## config.mk

```make
export PLATFORM = sky130hd
export DESIGN_NAME = memUartBridge
export DESIGN_NICKNAME = d
export VERILOG_FILES = /design/src/hdl/bridgePkg.sv /design/src/hdl/accessDecode.sv /design/src/hdl/busSequencer.sv /design/src/hdl/memUartBridge.sv /design/src/hdl/resultCapture.sv
export SDC_FILE = /design/constraint.sdc
export NUM_CORES = 1
export LEC_CHECK = 0
export ABC_AREA = 1
export BUFFER_PORTS_ARGS = -buffer_cell sky130_fd_sc_hd__clkbuf_2
export CORE_UTILIZATION = 40
export DETAILED_ROUTE_END_ITERATION = 8
export PLACE_DENSITY_LB_ADDON = 0.08
export REMOVE_ABC_BUFFERS = 1
export SYNTH_ARGS = -nofsm -noshare
export SYNTH_HDL_FRONTEND = slang
export SYNTH_SLANG_ARGS = --single-unit
```

## constraint.sdc

```tcl
create_clock -name clk -period 6.8 [get_ports clk]
set_input_delay 1.02 -clock clk [delete_from_list [all_inputs] [get_ports clk]]
set_output_delay 1.02 -clock clk [all_outputs]
set_load 0.03 [all_outputs]
```

## src/hdl/bridgePkg.sv

```systemverilog
package bridgePkg;

	//////////////////////////////////////////////////////////////////////
	// Widths with a meaning on the bus
	//////////////////////////////////////////////////////////////////////

	typedef logic [17:0] memAddr_t;
	typedef logic [15:0] memWord_t;
	typedef logic [7:0]  uartByte_t;
	typedef logic [1:0]  stepCount_t;

	// The single address decoded to the UART chip
	localparam memAddr_t uartAddr = 18'h0bf00;

	// Clocks spent in every sequencer state
	localparam int stepCycles = 4;
	localparam stepCount_t stepLast = stepCount_t'(stepCycles - 1);

	typedef enum logic [2:0] {
		opIdle,
		opRamRead,
		opRamWrite,
		opUartRead,
		opUartWrite
	} accessOp_t;

	typedef enum logic [3:0] {
		stIdle,
		stUartRead1,
		stUartRead2,
		stUartRead3,
		stUartWrite1,
		stUartWrite2,
		stUartWrite3,
		stUartWrite4,
		stUartWrite5,
		stRamRead1,
		stRamRead3,
		stRamWrite1,
		stRamWrite2,
		stRamWrite3
	} seqState_t;

	//////////////////////////////////////////////////////////////////////
	// Request and pin bundles
	//////////////////////////////////////////////////////////////////////

	typedef struct packed {
		logic     rd;
		logic     wr;
		memAddr_t addr;
		memWord_t value;
	} memReq_t;

	// Strobes active low
	typedef struct packed {
		memAddr_t addr;
		memWord_t dataOut;
		logic     drive;
		logic     en;
		logic     oe;
		logic     we;
	} ramPins_t;

	typedef struct packed {
		uartByte_t dataOut;
		logic      drive;
		logic      rdn;
		logic      wrn;
	} uartPins_t;

endpackage

```

## src/hdl/accessDecode.sv

```systemverilog
module accessDecode
	import bridgePkg::*;
(
	input  logic      clk,
	input  logic      rst,
	input  logic      start,
	input  memReq_t   req,
	input  logic      accept,
	output accessOp_t op,
	output memReq_t   latchedReq,
	output accessOp_t latchedOp
);

	logic isUart;

	assign isUart = (req.addr == uartAddr);

	//////////////////////////////////////////////////////////////////////
	// Classification
	//////////////////////////////////////////////////////////////////////

	always_comb begin
		op = opIdle;
		if (start) begin
			if (isUart) begin
				// No strobe at the UART address means nothing to do
				if (req.wr) begin
					op = opUartWrite;
				end else if (req.rd) begin
					op = opUartRead;
				end
			end else begin
				// Plain RAM access defaults to a read
				if (req.wr) begin
					op = opRamWrite;
				end else begin
					op = opRamRead;
				end
			end
		end
	end

	//////////////////////////////////////////////////////////////////////
	// Hold the accepted request for the whole access
	//////////////////////////////////////////////////////////////////////

	always_ff @(posedge clk or negedge rst) begin
		if (!rst) begin
			latchedOp <= opIdle;
		end else if (accept) begin
			latchedOp <= op;
		end
	end

	// Address and write data
	always_ff @(posedge clk) begin
		if (accept) begin
			latchedReq <= req;
		end
	end

endmodule

```

## src/hdl/busSequencer.sv

```systemverilog
module busSequencer
	import bridgePkg::*;
(
	input  logic      clk,
	input  logic      rst,
	input  accessOp_t op,
	input  memReq_t   latchedReq,
	input  logic      dataReady,
	input  logic      tbre,
	input  logic      tsre,
	output logic      accept,
	output logic      capture,
	output logic      finish,
	output ramPins_t  ram,
	output uartPins_t uart
);

	seqState_t  state;
	seqState_t  nextState;
	stepCount_t step;
	logic       stepWrap;

	logic ramEn;
	logic ramOe;
	logic ramWe;
	logic ramDrive;
	logic uartRdn;
	logic uartWrn;
	logic uartDrive;

	logic ramEnNext;
	logic ramOeNext;
	logic ramWeNext;
	logic ramDriveNext;
	logic uartRdnNext;
	logic uartWrnNext;
	logic uartDriveNext;

	//////////////////////////////////////////////////////////////////////
	// Step pacing
	//////////////////////////////////////////////////////////////////////

	assign stepWrap = (step == stepLast);

	always_ff @(posedge clk or negedge rst) begin
		if (!rst) begin
			step <= '0;
		end else if (stepWrap) begin
			step <= '0;
		end else begin
			step <= step + 1'b1;
		end
	end

	//////////////////////////////////////////////////////////////////////
	// State machine
	//////////////////////////////////////////////////////////////////////

	always_comb begin
		nextState = state;
		if (stepWrap) begin
			case (state)
				stIdle: begin
					case (op)
						opRamRead:   nextState = stRamRead1;
						opRamWrite:  nextState = stRamWrite1;
						opUartRead:  nextState = stUartRead1;
						opUartWrite: nextState = stUartWrite1;
						default:     nextState = stIdle;
					endcase
				end
				// Wait for a received byte
				stUartRead1: begin
					if (dataReady) begin
						nextState = stUartRead2;
					end
				end
				stUartRead2:  nextState = stUartRead3;
				stUartRead3:  nextState = stIdle;
				stUartWrite1: nextState = stUartWrite2;
				stUartWrite2: nextState = stUartWrite3;
				// Holding register empty, then shifter empty
				stUartWrite3: begin
					if (tbre) begin
						nextState = stUartWrite4;
					end
				end
				stUartWrite4: begin
					if (tsre) begin
						nextState = stUartWrite5;
					end
				end
				stUartWrite5: nextState = stIdle;
				stRamRead1:   nextState = stRamRead3;
				stRamRead3:   nextState = stIdle;
				stRamWrite1:  nextState = stRamWrite2;
				stRamWrite2:  nextState = stRamWrite3;
				stRamWrite3:  nextState = stIdle;
				default:      nextState = stIdle;
			endcase
		end
	end

	always_ff @(posedge clk or negedge rst) begin
		if (!rst) begin
			state <= stIdle;
		end else begin
			state <= nextState;
		end
	end

	assign accept  = stepWrap && (state == stIdle) && (op != opIdle);
	assign capture = stepWrap && (state inside {stRamRead3, stUartRead3});
	assign finish  = stepWrap &&
		(state inside {stRamRead3, stRamWrite3, stUartRead3, stUartWrite5});

	//////////////////////////////////////////////////////////////////////
	// Chip strobes, registered so they switch on state entry
	//////////////////////////////////////////////////////////////////////

	always_comb begin
		ramEnNext     = 1'b1;
		ramOeNext     = 1'b1;
		ramWeNext     = 1'b1;
		ramDriveNext  = 1'b0;
		uartRdnNext   = 1'b1;
		uartWrnNext   = 1'b1;
		uartDriveNext = 1'b0;
		case (nextState)
			stRamRead1, stRamRead3: begin
				ramEnNext = 1'b0;
				ramOeNext = 1'b0;
			end
			stRamWrite1, stRamWrite3: begin
				ramEnNext    = 1'b0;
				ramDriveNext = 1'b1;
			end
			stRamWrite2: begin
				ramEnNext    = 1'b0;
				ramWeNext    = 1'b0;
				ramDriveNext = 1'b1;
			end
			stUartRead2: uartRdnNext = 1'b0;
			// Byte stays on the pins past the rising wrn edge
			stUartWrite1, stUartWrite3: uartDriveNext = 1'b1;
			stUartWrite2: begin
				uartDriveNext = 1'b1;
				uartWrnNext   = 1'b0;
			end
			default: ;
		endcase
	end

	always_ff @(posedge clk or negedge rst) begin
		if (!rst) begin
			ramEn     <= 1'b1;
			ramOe     <= 1'b1;
			ramWe     <= 1'b1;
			ramDrive  <= 1'b0;
			uartRdn   <= 1'b1;
			uartWrn   <= 1'b1;
			uartDrive <= 1'b0;
		end else begin
			ramEn     <= ramEnNext;
			ramOe     <= ramOeNext;
			ramWe     <= ramWeNext;
			ramDrive  <= ramDriveNext;
			uartRdn   <= uartRdnNext;
			uartWrn   <= uartWrnNext;
			uartDrive <= uartDriveNext;
		end
	end

	assign ram = '{
		addr:    latchedReq.addr,
		dataOut: latchedReq.value,
		drive:   ramDrive,
		en:      ramEn,
		oe:      ramOe,
		we:      ramWe
	};

	assign uart = '{
		dataOut: latchedReq.value[7:0],
		drive:   uartDrive,
		rdn:     uartRdn,
		wrn:     uartWrn
	};

endmodule

```

## src/hdl/memUartBridge.sv

```systemverilog
module memUartBridge
	import bridgePkg::*;
(
	input  logic      clk,
	input  logic      rst,
	input  logic      start,
	input  memReq_t   req,
	input  memWord_t  ramDataIn,
	input  uartByte_t uartDataIn,
	input  logic      dataReady,
	input  logic      tbre,
	input  logic      tsre,
	output ramPins_t  ram,
	output uartPins_t uart,
	output memWord_t  result,
	output logic      done
);

	accessOp_t op;
	accessOp_t latchedOp;
	memReq_t   latchedReq;
	logic      accept;
	logic      capture;
	logic      finish;

	//////////////////////////////////////////////////////////////////////
	// Decode, execute, result
	//////////////////////////////////////////////////////////////////////

	accessDecode i_decode (
		.clk        (clk),
		.rst        (rst),
		.start      (start),
		.req        (req),
		.accept     (accept),
		.op         (op),
		.latchedReq (latchedReq),
		.latchedOp  (latchedOp)
	);

	busSequencer i_sequencer (
		.clk        (clk),
		.rst        (rst),
		.op         (op),
		.latchedReq (latchedReq),
		.dataReady  (dataReady),
		.tbre       (tbre),
		.tsre       (tsre),
		.accept     (accept),
		.capture    (capture),
		.finish     (finish),
		.ram        (ram),
		.uart       (uart)
	);

	resultCapture i_result (
		.clk        (clk),
		.rst        (rst),
		.capture    (capture),
		.finish     (finish),
		.accept     (accept),
		.latchedOp  (latchedOp),
		.ramDataIn  (ramDataIn),
		.uartDataIn (uartDataIn),
		.result     (result),
		.done       (done)
	);

endmodule

```

## src/hdl/resultCapture.sv

```systemverilog
module resultCapture
	import bridgePkg::*;
(
	input  logic      clk,
	input  logic      rst,
	input  logic      capture,
	input  logic      finish,
	input  logic      accept,
	input  accessOp_t latchedOp,
	input  memWord_t  ramDataIn,
	input  uartByte_t uartDataIn,
	output memWord_t  result,
	output logic      done
);

	localparam int padBits = $bits(memWord_t) - $bits(uartByte_t);

	memWord_t uartWide;
	memWord_t readWord;

	// UART byte lands in the low half
	assign uartWide = {{padBits{1'b0}}, uartDataIn};

	always_comb begin
		if (latchedOp == opUartRead) begin
			readWord = uartWide;
		end else begin
			readWord = ramDataIn;
		end
	end

	//////////////////////////////////////////////////////////////////////
	// Result register and done level
	//////////////////////////////////////////////////////////////////////

	always_ff @(posedge clk or negedge rst) begin
		if (!rst) begin
			result <= '0;
		end else if (capture) begin
			result <= readWord;
		end
	end

	// Set when an access ends, cleared when the next one starts
	always_ff @(posedge clk or negedge rst) begin
		if (!rst) begin
			done <= 1'b0;
		end else if (finish) begin
			done <= 1'b1;
		end else if (accept) begin
			done <= 1'b0;
		end
	end

endmodule

```

==> impl_metrics.csv <==
group,metric,value,unit
placement,place_congestion,0.8598,
sta,fin_setup_tns,0,ns
hold_path,holdPathEnd,"i_sequencer.step[0]",
flow_run,maxCapViolCount,0,
yosys,synth_seq_cells,67,
yosys,synthFlopType,"edfxtp_1",
outcome,status,"finished, final reports clean",
yosys,synth_edf_count,34,
power_and_ir_drop,ir_drop,0.1822,mV
routing,postRouteAntennaNets,0,
setup_path,r2r_end,"i_result.done",
yosys,ys.warnings.count,0,
layout,final_util,0.5273,
setup_path,end_kind,"flip-flop",
global_routing,grt_pass1_vias,2095,
yosys,seq_area_frac_synth,0.6191,
yosys,syn_inst,292,
setup_path,cp_max_fo,38,
layout,area_growth,27.80,%
placement,portBuffers,131,
clocking,cts_root_buf,"clkbuf_8",
sta,tightest_slew,1.018,ns
sta,finalCritPeriodShare,0.3614,
sta,finalSetupViolations,0,
sta,fmax,406.9,MHz
sta,rsz0062_at_grt,"no",
clocking,cts_hold_buf,0,
global_routing,antenna_found_initial,0,
floorplanning,die_w,88.50,um
floorplanning,io_pins,132,
sta,finalHoldViolCount,0,
placement,dpl.hpwl,4.783,mm
setup_path,reg2reg_depth,8,
layout,antenna_cells,0,
sta,slew_headroom,0.3201,
clocking,cts_resized,0,
clocking,post_cts_buffers,0,
clocking,cts_buffers,9,
hold_path,min_path_type,"flip-flop to flip-flop",
layout,drive_gt1_frac,0.4412,
clocking,clock_latency,0.34,ns
setup_path,setup.worst_path.start_class,"input pin",
routing,vias,2394,
global_routing,track_usage,0.1733,
yosys,syn_avg_cell_area,10.25,sq um
routing,route.detailed.drc,0,
floorplanning,core_area,0.007253,sq mm
yosys,synth.top_cell.area_share,0.3411,
routing,drt-initial-drc-count,95,
yosys,synth_area_leaders,"edfxtp_1 34%, dfrtp_1 23%, nand2_1 7.5%",
power_and_ir_drop,power_density,344.8,mW/mm^2
layout,fin_nets,479,
clocking,cts.sinks,67,
hold_path,hold_path_depth,1,
sta,post-route-min-period,2.458,ns
placement,postPlaceCellArea,0.003632,sq mm
sta,skew,0.007363,ns
setup_path,arrival,2.67,ns
routing,vias_per_cell,4.640,
yosys,yosys.cell_types.count,28,
floorplanning,row_count,31,
floorplanning,die_area,0.007832,sq mm
hold_path,holdCritStartpoint,"i_sequencer.step[0]",
routing,detail_route.wl_per_cell,12.64,um
floorplanning,initial_utilization,0.4126,
yosys,syn_area,0.002993,sq mm
clocking,clk_pin_slew,0.07,ns
power_and_ir_drop,p_leak,0.001802,uW
setup_path,required,7.01,ns
setup_path,crit_type,"input pin to flip-flop",
clocking,h-tree-depth,3,
global_routing,grt_max_degree,39,
sta,setup_slack,4.342,ns
global_routing,grt_pass1_wl,10.12,mm
global_routing,grt.overflow.total,0,
setup_path,r2r_start,"i_sequencer.state[0]",
sta,finalMaxSlewViolations,0,
clocking,cts_tree,"yes",
floorplanning,die_h,88.50,um
yosys,async_reset_ff_frac,0.4925,
routing,drtPass1Iterations,4,
clocking,cts_buffer_depth,2,
routing,drt_wl_total,6.520,mm
setup_path,r2r_slack,4.40,ns
yosys,synth_area_leader_cell,"edfxtp_1",
layout,final_area,0.003825,sq mm
placement,pre_cts_slack,3.958,ns
[synth_stat cells (8+ instances only)]
library cell and count:
nand2_2 8, a31oi_1 8, nand2_1 60, dfrtp_1 28, edfxtp_1 34, nor2_1 31, buf_4 16, inv_1 20
o21ai_0 10, nand4_1 15, nand3_1 20
[worst max-delay path by stage]
| stage | from | end | slack [ns] | depth (start not counted) |
|---|---|---|---|---|
| finish | start | i_result.done | 4.34 | 8 |
| CTS | start | i_result.done | 4.32 | 8 |
| global placement | req[25] | i_result.done | 4.02 | 11 |
| floorplan | req[25] | i_result.done | 3.98 | 10 |
| global route | req[25] | i_result.done | 4.09 | 11 |
| detailed placement | start | i_result.done | 3.96 | 8 |
[placed cells by master (no fill, tap or decap), types with 7 or more instances in the layout]
master      n
clkbuf_2  131
nand2_1    60
edfxtp_1   34
nor2_1     31
dfrtp_1    28
inv_1      20
nand3_1    20
nand4_1    15
o21ai_0    10
clkbuf_8    9
nand2_2     8
a31oi_1     8
inv_2       7
[state kept, by name (all words and copies together) (netlist names)]
name and flops:
i_decode.latchedOp 3, i_decode.latchedReq 34, i_result.done 1, i_result.result 16
i_sequencer.ramDrive 1, i_sequencer.ramEn 1, i_sequencer.ramOe 1, i_sequencer.ramWe 1
i_sequencer.state 4, i_sequencer.step 2, i_sequencer.uartDrive 1, i_sequencer.uartRdn 1
i_sequencer.uartWrn 1
[layer usage]
metal,routed length [um],up-vias,global-route usage
met1,3066,1091,0.2380
met2,2950,94,0.2671
li1,-,1201,-
met4,95,0,0.07478
met3,407,8,0.03545
met5,0,-,0
[logic make-up (layout without fill, tap and decap cells)]
| logic type | Yosys count | count (layout) | share of synthesized area |
|---|---|---|---|
| AND/OR/NAND/NOR | 151 | 151 | 0.2446 |
| flip-flops | 67 | 67 | 0.6191 |
| buffers and inverters | 50 | 175 | 0.08361 |
| AO/OA/AOI/OAI | 23 | 23 | 0.04850 |
| adder cells (fa/ha/maj) | 1 | 1 | 0.004180 |
[power breakdown]
part           total (uW)  switching (uW)  internal (uW)
combinational         436             304            132
clock                 325             157            168
sequential            557            53.2            504
[metrics by stage]
stage / cells / hold slack [ns] / power (uW)
after detailed placement: 500 / 0.4174 / 1003
after global routing: 516 / 0.4443 / 1402
after CTS: 516 / 0.4274 / 1330
after floorplan: 270 / 0.4031 / 872.5
final: 516 / 0.4231 / 1319
after global placement: 500 / 0.4124 / 999.4
[worst max-delay path, stage by stage]
cell	delay (ns)
clkbuf_2	0.12
nand2_1	0.09
nor2_4	0.13
nand2_1	0.10
nor2_4	0.81
inv_1	0.21
nand2_1	0.11
o21ai_0	0.07
[layout make-up]
| class | instances | area (sq um) |
|---|---|---|
| fill | 688 | 3428 |
| sequential | 67 | 1853 |
| multi-input combinational | 175 | 894.6 |
| timing repair buffer | 131 | 655.6 |
| clock buffer | 9 | 123.9 |
| tap | 99 | 123.9 |
| inverter | 28 | 105.1 |
| clock inverter | 7 | 68.82 |
Power figures use the tool's default switching activity.
